## src/egr_sch_params.svh

```systemverilog
`ifndef EGR_SCH_PARAMS_SVH
`define EGR_SCH_PARAMS_SVH

// number of requester queues feeding the scheduler
`define EGR_SCH_WIDTH 4

// upper bound on a per-requester weight
`define EGR_SCH_TOTAL_QUANTA 16

// upper bound on a descriptor cost
`define EGR_SCH_MAX_COST 64

// descriptor entries per requester FIFO
`define EGR_SCH_QUEUE_DEPTH 8

`endif
```

## src/egr_sch_cfg_pkg.sv

```systemverilog
`include "egr_sch_params.svh"

package egr_sch_cfg_pkg;

    // arbitration mode as stored by the config registers
    typedef enum logic [1:0] {
        ARB_STATIC = 2'd0,
        ARB_RR     = 2'd1,
        ARB_WRR    = 2'd2,
        ARB_DRR    = 2'd3
    } arb_mode_e;

    // config write opcode
    typedef enum logic [1:0] {
        CFG_OP_MODE   = 2'd0,
        CFG_OP_REV    = 2'd1,
        CFG_OP_WEIGHT = 2'd2
    } cfg_op_e;

    // requester index, used as weight table address and push id
    typedef logic [$clog2(`EGR_SCH_WIDTH)-1:0] req_idx_t;

endpackage

```

## src/egr_sch_types_pkg.sv

```systemverilog
`include "egr_sch_params.svh"

package egr_sch_types_pkg;

    // field widths derived from the bounds
    localparam int COST_W = $clog2(`EGR_SCH_MAX_COST);
    localparam int WEIGHT_W = $clog2(`EGR_SCH_TOTAL_QUANTA);

    // one bit per requester
    typedef logic [`EGR_SCH_WIDTH-1:0] req_vec_t;

    // descriptor cost and credits granted per quantum
    typedef logic [COST_W-1:0] cost_t;
    typedef logic [WEIGHT_W-1:0] weight_t;

    // signed credit balance, room for cost times weight plus sign
    typedef logic signed [COST_W+WEIGHT_W:0] credit_t;

    // per-requester arrays
    typedef cost_t [`EGR_SCH_WIDTH-1:0] cost_vec_t;
    typedef weight_t [`EGR_SCH_WIDTH-1:0] weight_vec_t;

endpackage

```

## src/egr_sch_top.sv

```systemverilog
`timescale 1ns/100ps

`include "egr_sch_params.svh"

module egr_sch_top (
    input  logic                           clk,
    input  logic                           reset,
    input  logic                           push,
    input  egr_sch_cfg_pkg::req_idx_t      push_id,
    input  egr_sch_types_pkg::cost_t       push_cost,
    input  logic                           pop,
    input  logic                           cfg_we,
    input  egr_sch_cfg_pkg::cfg_op_e       cfg_op,
    input  egr_sch_cfg_pkg::req_idx_t      cfg_addr,
    input  egr_sch_types_pkg::weight_t     cfg_data,
    output egr_sch_types_pkg::req_vec_t    win,
    output egr_sch_types_pkg::cost_t       win_cost,
    output egr_sch_types_pkg::req_vec_t    queue_full
);

    import egr_sch_types_pkg::*;

    req_vec_t push_vec;
    req_vec_t pop_vec;
    req_vec_t arb;
    cost_vec_t arb_cost;
    weight_vec_t cfg_weight;
    logic cfg_rr;
    logic cfg_rev;
    logic cfg_cost;

    // push steered by id, pop goes to the current winner
    assign push_vec = req_vec_t'(push) << push_id;
    assign pop_vec = win & {`EGR_SCH_WIDTH{pop}};

    egr_sch_cfg_regs i_cfg_regs (
        .clk        (clk),
        .reset      (reset),
        .cfg_we     (cfg_we),
        .cfg_op     (cfg_op),
        .cfg_addr   (cfg_addr),
        .cfg_data   (cfg_data),
        .cfg_rr     (cfg_rr),
        .cfg_rev    (cfg_rev),
        .cfg_cost   (cfg_cost),
        .cfg_weight (cfg_weight)
    );

    for (genvar i = 0; i < `EGR_SCH_WIDTH; i++) begin : g_queue
        egr_sch_req_queue i_queue (
            .clk       (clk),
            .reset     (reset),
            .push      (push_vec[i]),
            .push_cost (push_cost),
            .pop       (pop_vec[i]),
            .arb       (arb[i]),
            .arb_cost  (arb_cost[i]),
            .full      (queue_full[i])
        );
    end

    egr_sch_arb i_arb (
        .clk        (clk),
        .reset      (reset),
        .arb        (arb),
        .arb_cost   (arb_cost),
        .pop        (pop_vec),
        .cfg_weight (cfg_weight),
        .cfg_rr     (cfg_rr),
        .cfg_rev    (cfg_rev),
        .cfg_cost   (cfg_cost),
        .win        (win),
        .win_cost   (win_cost)
    );

endmodule

```

## src/egr_sch_arb.sv

```systemverilog
`timescale 1ns/100ps

`include "egr_sch_params.svh"

module egr_sch_arb (
    input  logic                             clk,
    input  logic                             reset,
    input  egr_sch_types_pkg::req_vec_t      arb,
    input  egr_sch_types_pkg::cost_vec_t     arb_cost,
    input  egr_sch_types_pkg::req_vec_t      pop,
    input  egr_sch_types_pkg::weight_vec_t   cfg_weight,
    input  logic                             cfg_rr,
    input  logic                             cfg_rev,
    input  logic                             cfg_cost,
    output egr_sch_types_pkg::req_vec_t      win,
    output egr_sch_types_pkg::cost_t         win_cost
);

    import egr_sch_types_pkg::*;

    localparam int W = `EGR_SCH_WIDTH;

    req_vec_t ready;
    req_vec_t quanta_ready;
    req_vec_t min_quanta;
    req_vec_t consume;
    cost_vec_t cost;
    cost_vec_t quanta_needed;
    logic increment;
    cost_t increment_quanta;

    req_vec_t ready_s;
    req_vec_t find_short;
    req_vec_t rr_ptr;
    logic [2*W-1:0] ready_pos;
    logic [2*W-1:0] ready_mask;
    logic [2*W-1:0] ready_find;

    req_vec_t pick;
    req_vec_t pick_s;
    cost_t pick_cost;
    logic load;
    logic bubble;
    logic grant;

    function automatic req_vec_t flip(input req_vec_t v);
        req_vec_t r;
        for (int i = 0; i < W; i++) begin
            r[i] = v[W-1-i];
        end
        return r;
    endfunction

    ////////////////////////////////////////////////////////////////////////////
    // priority and round-robin search
    ////////////////////////////////////////////////////////////////////////////

    // search runs from bit 0 upward, reverse mode mirrors the vector
    assign ready_s = cfg_rev ? flip(ready) : ready;

    // lower half covers indices past the last winner, upper half wraps
    assign ready_pos = {rr_ptr, ~rr_ptr};
    assign ready_mask = {ready_s, ready_s} & ready_pos;
    assign ready_find = ready_mask & ~(ready_mask - 1'b1);
    assign find_short = ready_find[W-1:0] | ready_find[2*W-1:W];

    // pointer all ones means plain priority from bit 0
    always_ff @(posedge clk) begin
        if (reset || !cfg_rr) begin
            rr_ptr <= '1;
        end else if (grant) begin
            rr_ptr <= pick_s | (pick_s - 1'b1);
        end
    end

    ////////////////////////////////////////////////////////////////////////////
    // credit counters and selection
    ////////////////////////////////////////////////////////////////////////////

    for (genvar i = 0; i < W; i++) begin : g_cnt
        egr_sch_arb_counter i_cnt (
            .clk              (clk),
            .reset            (reset),
            .consume          (consume[i]),
            .arb              (arb[i]),
            .arb_cost         (arb_cost[i]),
            .increment        (increment),
            .increment_quanta (increment_quanta),
            .weight           (cfg_weight[i]),
            .cfg_cost         (cfg_cost),
            .ready            (ready[i]),
            .quanta_ready     (quanta_ready[i]),
            .cost             (cost[i]),
            .quanta_needed    (quanta_needed[i])
        );
    end

    // lowest-index waiter sizes the global increment
    assign min_quanta = quanta_ready & ~(quanta_ready - 1'b1);

    always_comb begin
        if (|ready) begin
            pick = cfg_rev ? flip(find_short) : find_short;
        end else if (|quanta_ready) begin
            pick = min_quanta;
        end else begin
            pick = arb & ~(arb - 1'b1);
        end
    end

    // pick in search order, for the pointer
    assign pick_s = cfg_rev ? flip(pick) : pick;

    // the popped winner still shows its old head this cycle, so a repeat
    // pick of it becomes an empty slot and is retried next cycle
    assign load = |pop || ~|win;
    assign bubble = |(pick & pop);
    assign grant = load && !bubble && |pick;

    assign consume = pick & {W{grant}};
    assign increment = grant && ~|ready && |quanta_ready;

    always_comb begin
        increment_quanta = '0;
        pick_cost = '0;
        for (int i = 0; i < W; i++) begin
            if (min_quanta[i]) increment_quanta |= quanta_needed[i];
            if (pick[i]) pick_cost |= cost[i];
        end
    end

    ////////////////////////////////////////////////////////////////////////////
    // registered win
    ////////////////////////////////////////////////////////////////////////////

    always_ff @(posedge clk) begin
        if (reset) begin
            win <= '0;
        end else if (load) begin
            win <= grant ? pick : '0;
        end
    end

    always_ff @(posedge clk) begin
        if (grant) win_cost <= pick_cost;
    end

endmodule

```

## src/egr_sch_arb_counter.sv

```systemverilog
`timescale 1ns/100ps

module egr_sch_arb_counter (
    input  logic                         clk,
    input  logic                         reset,
    input  logic                         consume,
    input  logic                         arb,
    input  egr_sch_types_pkg::cost_t     arb_cost,
    input  logic                         increment,
    input  egr_sch_types_pkg::cost_t     increment_quanta,
    input  egr_sch_types_pkg::weight_t   weight,
    input  logic                         cfg_cost,
    output logic                         ready,
    output logic                         quanta_ready,
    output egr_sch_types_pkg::cost_t     cost,
    output egr_sch_types_pkg::cost_t     quanta_needed
);

    import egr_sch_types_pkg::*;

    localparam int SHIFT_W = $clog2(WEIGHT_W + 1);

    logic skip_count;
    weight_t weight_dec;
    logic [SHIFT_W-1:0] dec_bits;
    logic weight_pow2;
    logic [SHIFT_W-1:0] shift_d;
    logic [SHIFT_W-1:0] weight_shift;
    weight_t weight_cap;

    credit_t credits;
    credit_t charge;
    credit_t deficit;
    credit_t rounded;
    logic [COST_W+WEIGHT_W-1:0] inc_credit;
    logic covered;

    ////////////////////////////////////////////////////////////////////////////
    // weight derivatives, two register stages
    ////////////////////////////////////////////////////////////////////////////

    // stage one: zero weight disables counting
    always_ff @(posedge clk) begin
        skip_count <= (weight == '0);
        weight_dec <= weight - 1'b1;
    end

    // bit length of weight - 1
    always_comb begin
        dec_bits = '0;
        for (int i = 0; i < WEIGHT_W; i++) begin
            if (weight_dec[i]) dec_bits = SHIFT_W'(i + 1);
        end
    end

    // floor(log2(weight)), so the quanta estimate never falls short
    assign weight_pow2 = (((weight_dec + 1'b1) & weight_dec) == '0);
    assign shift_d = weight_pow2 ? dec_bits : dec_bits - 1'b1;

    // stage two: divide shift and its round-up cap
    always_ff @(posedge clk) begin
        weight_shift <= shift_d;
        weight_cap <= weight_t'((1 << shift_d) - 1);
    end

    ////////////////////////////////////////////////////////////////////////////
    // credit balance
    ////////////////////////////////////////////////////////////////////////////

    // head cost as seen by this requester
    assign cost = arb_cost;

    // WRR charges one credit per grant, DRR the head cost
    assign charge = cfg_cost ? credit_t'(arb_cost) : credit_t'(1);
    assign covered = skip_count || (credits >= charge);

    assign ready = arb && covered;
    assign quanta_ready = arb && !covered;

    // quanta = ceil(deficit / 2^shift)
    assign deficit = charge - credits;
    assign rounded = (deficit + credit_t'(weight_cap)) >> weight_shift;
    assign quanta_needed = quanta_ready ? cost_t'(rounded) : '0;

    assign inc_credit = weight * increment_quanta;

    // idle requesters lose their balance
    always_ff @(posedge clk) begin
        if (reset || !arb || skip_count) begin
            credits <= '0;
        end else begin
            case ({consume, increment})
                2'b11: credits <= credits + credit_t'(inc_credit) - charge;
                2'b10: credits <= credits - charge;
                2'b01: credits <= credits + credit_t'(inc_credit);
                default: credits <= credits;
            endcase
        end
    end

endmodule

```

## src/egr_sch_req_queue.sv

```systemverilog
`timescale 1ns/100ps

`include "egr_sch_params.svh"

module egr_sch_req_queue (
    input  logic                       clk,
    input  logic                       reset,
    input  logic                       push,
    input  egr_sch_types_pkg::cost_t   push_cost,
    input  logic                       pop,
    output logic                       arb,
    output egr_sch_types_pkg::cost_t   arb_cost,
    output logic                       full
);

    import egr_sch_types_pkg::*;

    localparam int DEPTH = `EGR_SCH_QUEUE_DEPTH;
    localparam int PTR_W = $clog2(DEPTH);

    // descriptor storage, cost only
    cost_t mem [DEPTH];

    logic [PTR_W-1:0] wr_ptr;
    logic [PTR_W-1:0] rd_ptr;
    logic [PTR_W:0] count;
    logic do_push;
    logic do_pop;

    // push into a full queue is dropped, pop of an empty one ignored
    assign do_push = push && !full;
    assign do_pop = pop && arb;

    always_ff @(posedge clk) begin
        if (do_push) begin
            mem[wr_ptr] <= push_cost;
        end
    end

    // pointers wrap naturally, depth is a power of two
    always_ff @(posedge clk) begin
        if (reset) begin
            wr_ptr <= '0;
            rd_ptr <= '0;
            count <= '0;
        end else begin
            if (do_push) wr_ptr <= wr_ptr + 1'b1;
            if (do_pop) rd_ptr <= rd_ptr + 1'b1;
            case ({do_push, do_pop})
                2'b10: count <= count + 1'b1;
                2'b01: count <= count - 1'b1;
                default: count <= count;
            endcase
        end
    end

    // request stays up until the last entry is popped
    assign arb = (count != '0);
    assign full = (count == (PTR_W+1)'(DEPTH));
    assign arb_cost = mem[rd_ptr];

endmodule

```

## src/egr_sch_cfg_regs.sv

```systemverilog
`timescale 1ns/100ps

module egr_sch_cfg_regs (
    input  logic                             clk,
    input  logic                             reset,
    input  logic                             cfg_we,
    input  egr_sch_cfg_pkg::cfg_op_e         cfg_op,
    input  egr_sch_cfg_pkg::req_idx_t        cfg_addr,
    input  egr_sch_types_pkg::weight_t       cfg_data,
    output logic                             cfg_rr,
    output logic                             cfg_rev,
    output logic                             cfg_cost,
    output egr_sch_types_pkg::weight_vec_t   cfg_weight
);

    import egr_sch_cfg_pkg::*;

    // stored mode, decoded below into the arbiter mode bits
    arb_mode_e mode_q;

    ////////////////////////////////////////////////////////////////////////////
    // register writes
    ////////////////////////////////////////////////////////////////////////////

    always_ff @(posedge clk) begin
        if (reset) begin
            mode_q <= ARB_STATIC;
            cfg_rev <= 1'b0;
            cfg_weight <= '0;
        end else if (cfg_we) begin
            case (cfg_op)
                // mode sits in the low data bits
                CFG_OP_MODE: begin
                    mode_q <= arb_mode_e'(cfg_data[$bits(arb_mode_e)-1:0]);
                end
                // search direction, bit 0 only
                CFG_OP_REV: begin
                    cfg_rev <= cfg_data[0];
                end
                // one weight per requester, addressed by index
                CFG_OP_WEIGHT: begin
                    cfg_weight[cfg_addr] <= cfg_data;
                end
                default: begin
                    mode_q <= mode_q;
                end
            endcase
        end
    end

    ////////////////////////////////////////////////////////////////////////////
    // mode decode
    ////////////////////////////////////////////////////////////////////////////

    // every mode but static walks a round-robin pointer
    assign cfg_rr = (mode_q != ARB_STATIC);

    // only DRR charges the head cost, WRR charges one credit per grant
    assign cfg_cost = (mode_q == ARB_DRR);

endmodule

```

## config.mk

```make
export PLATFORM = sky130hd
export DESIGN_NAME = egr_sch_top
export DESIGN_NICKNAME = d
export VERILOG_FILES = /design/src/egr_sch_cfg_pkg.sv /design/src/egr_sch_types_pkg.sv /design/src/egr_sch_top.sv /design/src/egr_sch_arb.sv /design/src/egr_sch_arb_counter.sv /design/src/egr_sch_req_queue.sv /design/src/egr_sch_cfg_regs.sv
export VERILOG_INCLUDE_DIRS = /design/src /design/src/src
export SDC_FILE = /design/constraint.sdc
export NUM_CORES = 1
export LEC_CHECK = 0
export BUFFER_PORTS_ARGS = -buffer_cell sky130_fd_sc_hd__buf_2
export CAP_MARGIN = 30
export CORE_MARGIN = 4
export CORE_UTILIZATION = 60
export DETAILED_ROUTE_END_ITERATION = 7
export PLACE_DENSITY = 0.75
export SLEW_MARGIN = 20
export SYNTH_ARGS = -nofsm -noshare
export SYNTH_HDL_FRONTEND = slang
export SYNTH_SLANG_ARGS = --single-unit
```

## constraint.sdc

```tcl
create_clock -name clk -period 15.1 [get_ports clk]
set_input_delay 0.755 -clock clk [delete_from_list [all_inputs] [get_ports clk]]
set_output_delay 0.755 -clock clk [all_outputs]
set_load 0.02 [all_outputs]
```

# Word level (Yosys, flattened, before mapping)
# Memory sizes are Yosys's and may differ from the RTL's. A register that Yosys moved wholly into a read port is not among the register bits.
# Index checks and enable logic that the tools add are counted.
# classes
eq_ne,27
shifts,9
order_cmp,6
n_addsub,56
n_reduce_logical,82
mul,4
bitwise,23
muxes,69
# ops
op,count
11-bit one-hot mux with 3 select lines,4
6-bit 2-to-1 mux,16
11-bit by 7-bit subtractor with 11-bit output,8
3-bit 2-to-1 mux,24
11-bit adder,4
11-bit by 5-bit adder with 11-bit output,4
11-bit by 7-bit >= comparator with 1-bit output,4
11-bit by 3-bit >> shifter with 6-bit output,4
4-bit by 1-bit subtractor with 4-bit output (second input constant),11
7-bit by 11-bit subtractor with 11-bit output,4
4-bit by 6-bit multiplier with 10-bit output,4
4-bit bitwise AND,9
6-bit bitwise OR,6
4-bit by 1-bit adder with 4-bit output (second input constant),8
4-bit logical NOT,8
4-bit one-hot mux with 2 select lines,4
2-bit == test (second input constant),14
4-bit 2-to-1 mux,7
3-bit by 1-bit adder with 3-bit output (second input constant),8
4-bit OR reduction,6
1-bit logical AND,21
2-bit by 1-bit == test with 1-bit output (second input constant),9
8-bit bitwise AND,2
16-bit bitwise mux,1
other kinds (20),86
# totals
n_memories,4
inputBits,21
ramBits,192
reg_bits,165
out_inout_bits,14
# mem_list
name,words,width,read_ports,rd_clocked_by_memory_dff,write_ports,line_no,text
g_queue[0].i_queue.mem,8,6,1,1,1,egr_sch_req_queue.sv:22,cost_t mem [DEPTH];
g_queue[1].i_queue.mem,8,6,1,1,1,egr_sch_req_queue.sv:22,
g_queue[2].i_queue.mem,8,6,1,1,1,egr_sch_req_queue.sv:22,
g_queue[3].i_queue.mem,8,6,1,1,1,egr_sch_req_queue.sv:22,

# Depth between registers and ports, before layout
# logic_depth
depth_word,22
ltp_mapped,39
mapped_depth_nobuf,37

# Modules after synthesis
# From an unflattened synthesis, not the netlist that was laid out.
# hier_totals
hier_cells,2822
hier_area_um2,27518.9
# modules_own_cells
mod,seq_area_each_um2,area_each_um2,instances,cells_per_inst
egr_sch_arb_counter (i_arb.g_cnt[0].i_cnt ...),460.4,3851.2,3,504
egr_sch_req_queue (g_queue[0].i_queue ...),1701.6,2497.4,3,144
egr_sch_arb_counter (i_arb.g_cnt[1].i_cnt),460.4,3762.4,1,482
egr_sch_req_queue (g_queue[2].i_queue),1701.6,2506.2,1,144
egr_sch_arb,320.3,1290.0,1,164
egr_sch_cfg_regs,380.4,852.1,1,80
egr_sch_top,0.0,62.6,1,8

# Worst setup path before layout
# OpenSTA, ideal clock, no wires.
# synth_path
kind,flip-flop to flip-flop
from,register (tool-made name)
to,register i_arb.g_cnt[0].i_cnt.credits[10]
period_less_slack_ns,9.308
t_arrival_ns,9.187
stages_incl_launch_ff,37
setup_slack_ns,5.792
n_path_buf,2
required_ns,14.978
path_cell_list,dfxtp_1 > buf_1 > mux4_2 > mux2_2 > nand2_1 > fa_1 > inv_1 > ha_1 > a21o_1 > a21o_1 > a211o_1 > a211oi_2 > nor2_1 > xor2_1 > mux4_2 > o22ai_1 > nor3_2 > buf_2 > nand2b_1 > fa_1 > inv_1 > fa_1 > inv_1 > fa_1 > inv_1 > ha_1 > o21ai_0 > a21boi_0 > nor2_1 > ha_1 > inv_1 > o21bai_1 > a21oi_1 > nor3b_1 > or3b_2 > xor2_1 > o311a_1
# synth_rtl
element,line_no,text
end signal: assignment,egr_sch_arb_counter.sv:93,2'b11: credits <= credits + credit_t'(inc_credit) - charge;
end signal: assignment,egr_sch_arb_counter.sv:94,2'b10: credits <= credits - charge;
end signal: assignment,egr_sch_arb_counter.sv:95,2'b01: credits <= credits + credit_t'(inc_credit);
end: declaration,egr_sch_arb_counter.sv:31,credit_t credits;

==> run summary <==
In this run the worst hold path is classified as register to register. The relative slew slack came out at 32.21%. In this design, the stage delay of the slowest critical-path cell is 840 ps. The number of detailed-route iterations in the first pass is 8.

The max-slew violation total from the final report came to 0. The final worst setup slack is 4828 ps. In the final timing run, aggregate negative setup slack is 0 ps.

The number of antenna violations at the first check in global routing is 1. The sort of element at the start of the critical path is a register. In this run, the number of DRC markers left after iteration 0 of detailed routing was 1636. The total vias in the final route came out at 20430. From bottom edge to top edge, the die measures 218.4 microns.

The total overflow left after global routing is 0. The worst-skew pair later-pin latency came out at 580 ps. In the global route stage, met2 resource usage came out at 45.42%. The hold buffer count at cts came out at 0. In the routed design, unresolved DRC markers number 0. Yosys attributes the largest share of cell area to sky130_fd_sc_hd__edfxtp_1, sky130_fd_sc_hd__dfxtp_1, sky130_fd_sc_hd__ha_1. In this run, post-CTS repair resized a total of 0 instances.

The fraction of the core area covered by cells at the end of the flow came out at 65.68%. The total track usage is 27.60%. The tool flagged a number of max-cap violations equal to 0. The die outline area came out at 47710 sq um. The number of buffers inserted by port buffering came out at 34. The synthesized area per cell came out at 9.789 sq um.

From synthesis to final layout, the design area changed by 7.436%. In the routed layout, each cell is associated on average with a via count of 6.162. The synthesized design devotes to its leading area cell type 22.38% of total area. The largest total area in the synthesized netlist belongs to sky130_fd_sc_hd__edfxtp_1. The TritonCTS clock tree is done. The synthesis-stage register bit count is 368. The count of nets left with antenna violations after detail routing is 0. The number of global-route vias before repair came out at 20070. The setup violation total in the final timing report came out at 0.

Clock tree synthesis found a total of 368 sinks. In this run the most used layer during global routing was met2. In the synthesized netlist, the cells that appear most often are sky130_fd_sc_hd__inv_1, sky130_fd_sc_hd__nor2_1, sky130_fd_sc_hd__ha_1, sky130_fd_sc_hd__edfxtp_1, sky130_fd_sc_hd__a21oi_1. In the synthesized netlist the dominant register cell turns out to be sky130_fd_sc_hd__edfxtp_1. In this run the power density over the cells is 90.07 nW/um^2. The clock root buffer is sky130_fd_sc_hd__clkbuf_16.

The final hold violation count came out at 0. By startpoint and endpoint, the worst setup path is classified as register to register. The sum of net half-perimeters after detailed placement came out at 48950 microns. The clock skew came out at 28.64 ps. Global routing consumed, on the met1 layer, 37.91% of the routing resources. Pin placement for this block handled 35 I/O pins. The slowest stage of the critical path belongs to the cell sky130_fd_sc_hd__dfxtp_1. The async set-or-reset flop fraction in the synthesized netlist came out at 0%. After synthesis, the netlist uses 93 different library cells. The number of buffers on the longest clock path is 3. The most numerous cell type found on the critical path is sky130_fd_sc_hd__ha_1. The flow ran to the end, and the final reports show no timing, DRC or antenna violations. The final weighted congestion in routability-driven placement came out at 0.9390.

The die span in x is 218.4 microns. The routed length per placed instance came out at 19.83 microns. The data required time at the worst endpoint is 15600 ps. The first global-routing pass estimated 106100 microns of wire.

At the worst endpoint, the arrival time is 10770 ps. The floorplan has 76 rows. The met3 global-route usage came out at 4.310%. STA classifies the critical path endpoint as a register. The reported leakage power came out at 11.86 nW. Setup repair after global routing left no endpoint under its margin. The filler cells instantiated in the layout total 3378.

OpenSTA, run right after detailed placement, puts the worst setup slack at 4878 ps. The maximum fanout encountered on the critical timing path came out at 12. The synthesized netlist occupies a cell area of 26570 sq um.

The initial standard-cell utilization of the core is 61.14%. The final critical path takes up 68.03% of the cycle. The total CTS buffers is 40. By instance count, the leading cell after synthesis is sky130_fd_sc_hd__inv_1. The post-synthesis net count is 3034. The pin count of the biggest net entering global routing came out at 74. The number of enable flip-flop cells after synthesis came out at 198. The actual transition at the worst max-transition pin is 1017 ps. The post-route minimum period is 10270 ps. The number of nets at the end of the flow came out at 3019.

After clock tree synthesis, the setup repair step added 0 buffers. The cell count after synthesis came out at 2714. The worst hold path begins at g_queue[0].i_queue.wr_ptr[0]. The wire length reported by the detailed router came out at 65750 microns. Sequential elements use 35.19% of the synthesized area. The H-tree was split into 2 levels. Based on the critical path, the design can be clocked at up to 0.09735 GHz. The post-route netlist has 8.974% of its cells at a drive strength greater than 1. The clock transition at the register clock pins on the worst setup and hold paths after CTS came out at 60 ps.

The number of synthesis warnings is 0. The maximum vdd ir drop came out at 150.6 uV. The overall power of the completed layout came out at 2.571 mW.

The core area came out at 43460 sq um.
==> per-stage QoR <==
stage                     cell area (sq um)  hold WS [ps]  instances
final                                 28540         492.2       3316
after global routing                  28540         519.8       3315
after CTS                             28490         483.0       3308
after detailed placement              27120         486.3       3235
after global placement                27120         472.7       3234
after floorplan                       26570         461.8       2714
==> per-layer routing <==
metal | routed length (microns) | vias up
met3 | 4401 | 134
met4 | 2063 | 0
li1 | - | 9732
met1 | 28690 | 9883
met5 | 0 | -
met2 | 30590 | 683
==> cells in the final DEF, fill, tap and decap left out, types with 13 or more instances in the layout <==
master                      count
sky130_fd_sc_hd__a211o_1       22
sky130_fd_sc_hd__a211oi_1      48
sky130_fd_sc_hd__a21o_1        58
sky130_fd_sc_hd__a21oi_1      187
sky130_fd_sc_hd__a221oi_1      40
sky130_fd_sc_hd__a31oi_1       14
sky130_fd_sc_hd__buf_2         36
sky130_fd_sc_hd__buf_4         17
sky130_fd_sc_hd__clkbuf_16     40
sky130_fd_sc_hd__dfxtp_1      170
sky130_fd_sc_hd__edfxtp_1     198
sky130_fd_sc_hd__fa_1          64
sky130_fd_sc_hd__ha_1         235
sky130_fd_sc_hd__inv_1        269
sky130_fd_sc_hd__mux2_2        22
sky130_fd_sc_hd__mux2i_1       48
sky130_fd_sc_hd__mux4_2        53
sky130_fd_sc_hd__nand2_1      135
sky130_fd_sc_hd__nand2b_1      47
sky130_fd_sc_hd__nand3_1       29
sky130_fd_sc_hd__nor2_1       252
sky130_fd_sc_hd__nor2b_1       64
sky130_fd_sc_hd__nor3_1        54
sky130_fd_sc_hd__nor4_1        13
sky130_fd_sc_hd__o21a_1        20
sky130_fd_sc_hd__o21ai_0       68
sky130_fd_sc_hd__o21bai_1      21
sky130_fd_sc_hd__o22ai_1       19
sky130_fd_sc_hd__or3_1         21
sky130_fd_sc_hd__xnor2_1      107
sky130_fd_sc_hd__xor2_1        79
==> logic make-up after synthesis <==
| logic type | count (synthesis) | share of synthesized area [%] |
|---|---|---|
| compound gates | 621 | 16.05 |
| xor+xnor | 186 | 6.132 |
| fa+ha+maj | 303 | 16.04 |
| buf+inv | 386 | 5.651 |
| flops | 368 | 35.19 |
| mux | 123 | 7.234 |
| simple gates | 727 | 13.70 |
==> registers in the layout (all words and copies together) (netlist names), 3 cells and up, named ones only <==
| register | cells |
|---|---|
| i_arb.g_cnt.i_cnt.weight_cap | 16 |
| i_arb.win | 4 |
| i_arb.g_cnt.i_cnt.skip_count | 4 |
| g_queue.i_queue.mem | 192 |
| i_arb.g_cnt.i_cnt.weight_dec | 16 |
| i_arb.win_cost | 6 |
| g_queue.i_queue.rd_ptr | 12 |
| i_arb.g_cnt.i_cnt.weight_shift | 12 |
| i_cfg_regs.cfg_weight | 16 |
| g_queue.i_queue.wr_ptr | 12 |
| i_arb.g_cnt.i_cnt.credits | 44 |
| i_arb.rr_ptr | 3 |
| g_queue.i_queue.count | 16 |
==> report_power, final <==
group          internal [mW]  switching, mW  total (mW)
combinational          0.171          0.270       0.441
clock                  0.591          0.426        1.02
sequential              1.08         0.0316        1.11
total                   1.84          0.727        2.57
==> worst paths after layout <==
| path | endpoint | slack [ps] | depth (start not counted) |
|---|---|---|---|
| max reg2reg | i_arb.g_cnt[1].i_cnt.credits[9] | 4830 | 34 |
| max | i_arb.g_cnt[1].i_cnt.credits[9] | 4830 | 34 |
| min reg2reg | g_queue[0].i_queue.wr_ptr[0] | 490 | 2 |
| min | g_queue[0].i_queue.wr_ptr[0] | 490 | 2 |
==> critical path: cells and delay by family (launching register included) <==
family,cells,cell delay (ps)
mux,2,930
xor+xnor,1,170
compound gates,12,2710
buf+inv,4,440
flops,1,840
simple gates,7,2170
fa+ha+maj,8,2960
==> area by class of cell <==
class	instances	area [sq um]	area share (%)
Antenna cell	1	2.502	0.008767
Inverter	270	1013	3.551
Multi-Input combinational cell	1960	15740	55.15
Clock inverter	26	316.6	1.109
Clock buffer	47	1047	3.669
Sequential cell	368	9349	32.75
Tap cell	585	732.0	2.564
Timing Repair Buffer	59	340.3	1.192
No activity file was read; power rests on OpenSTA's default activity.
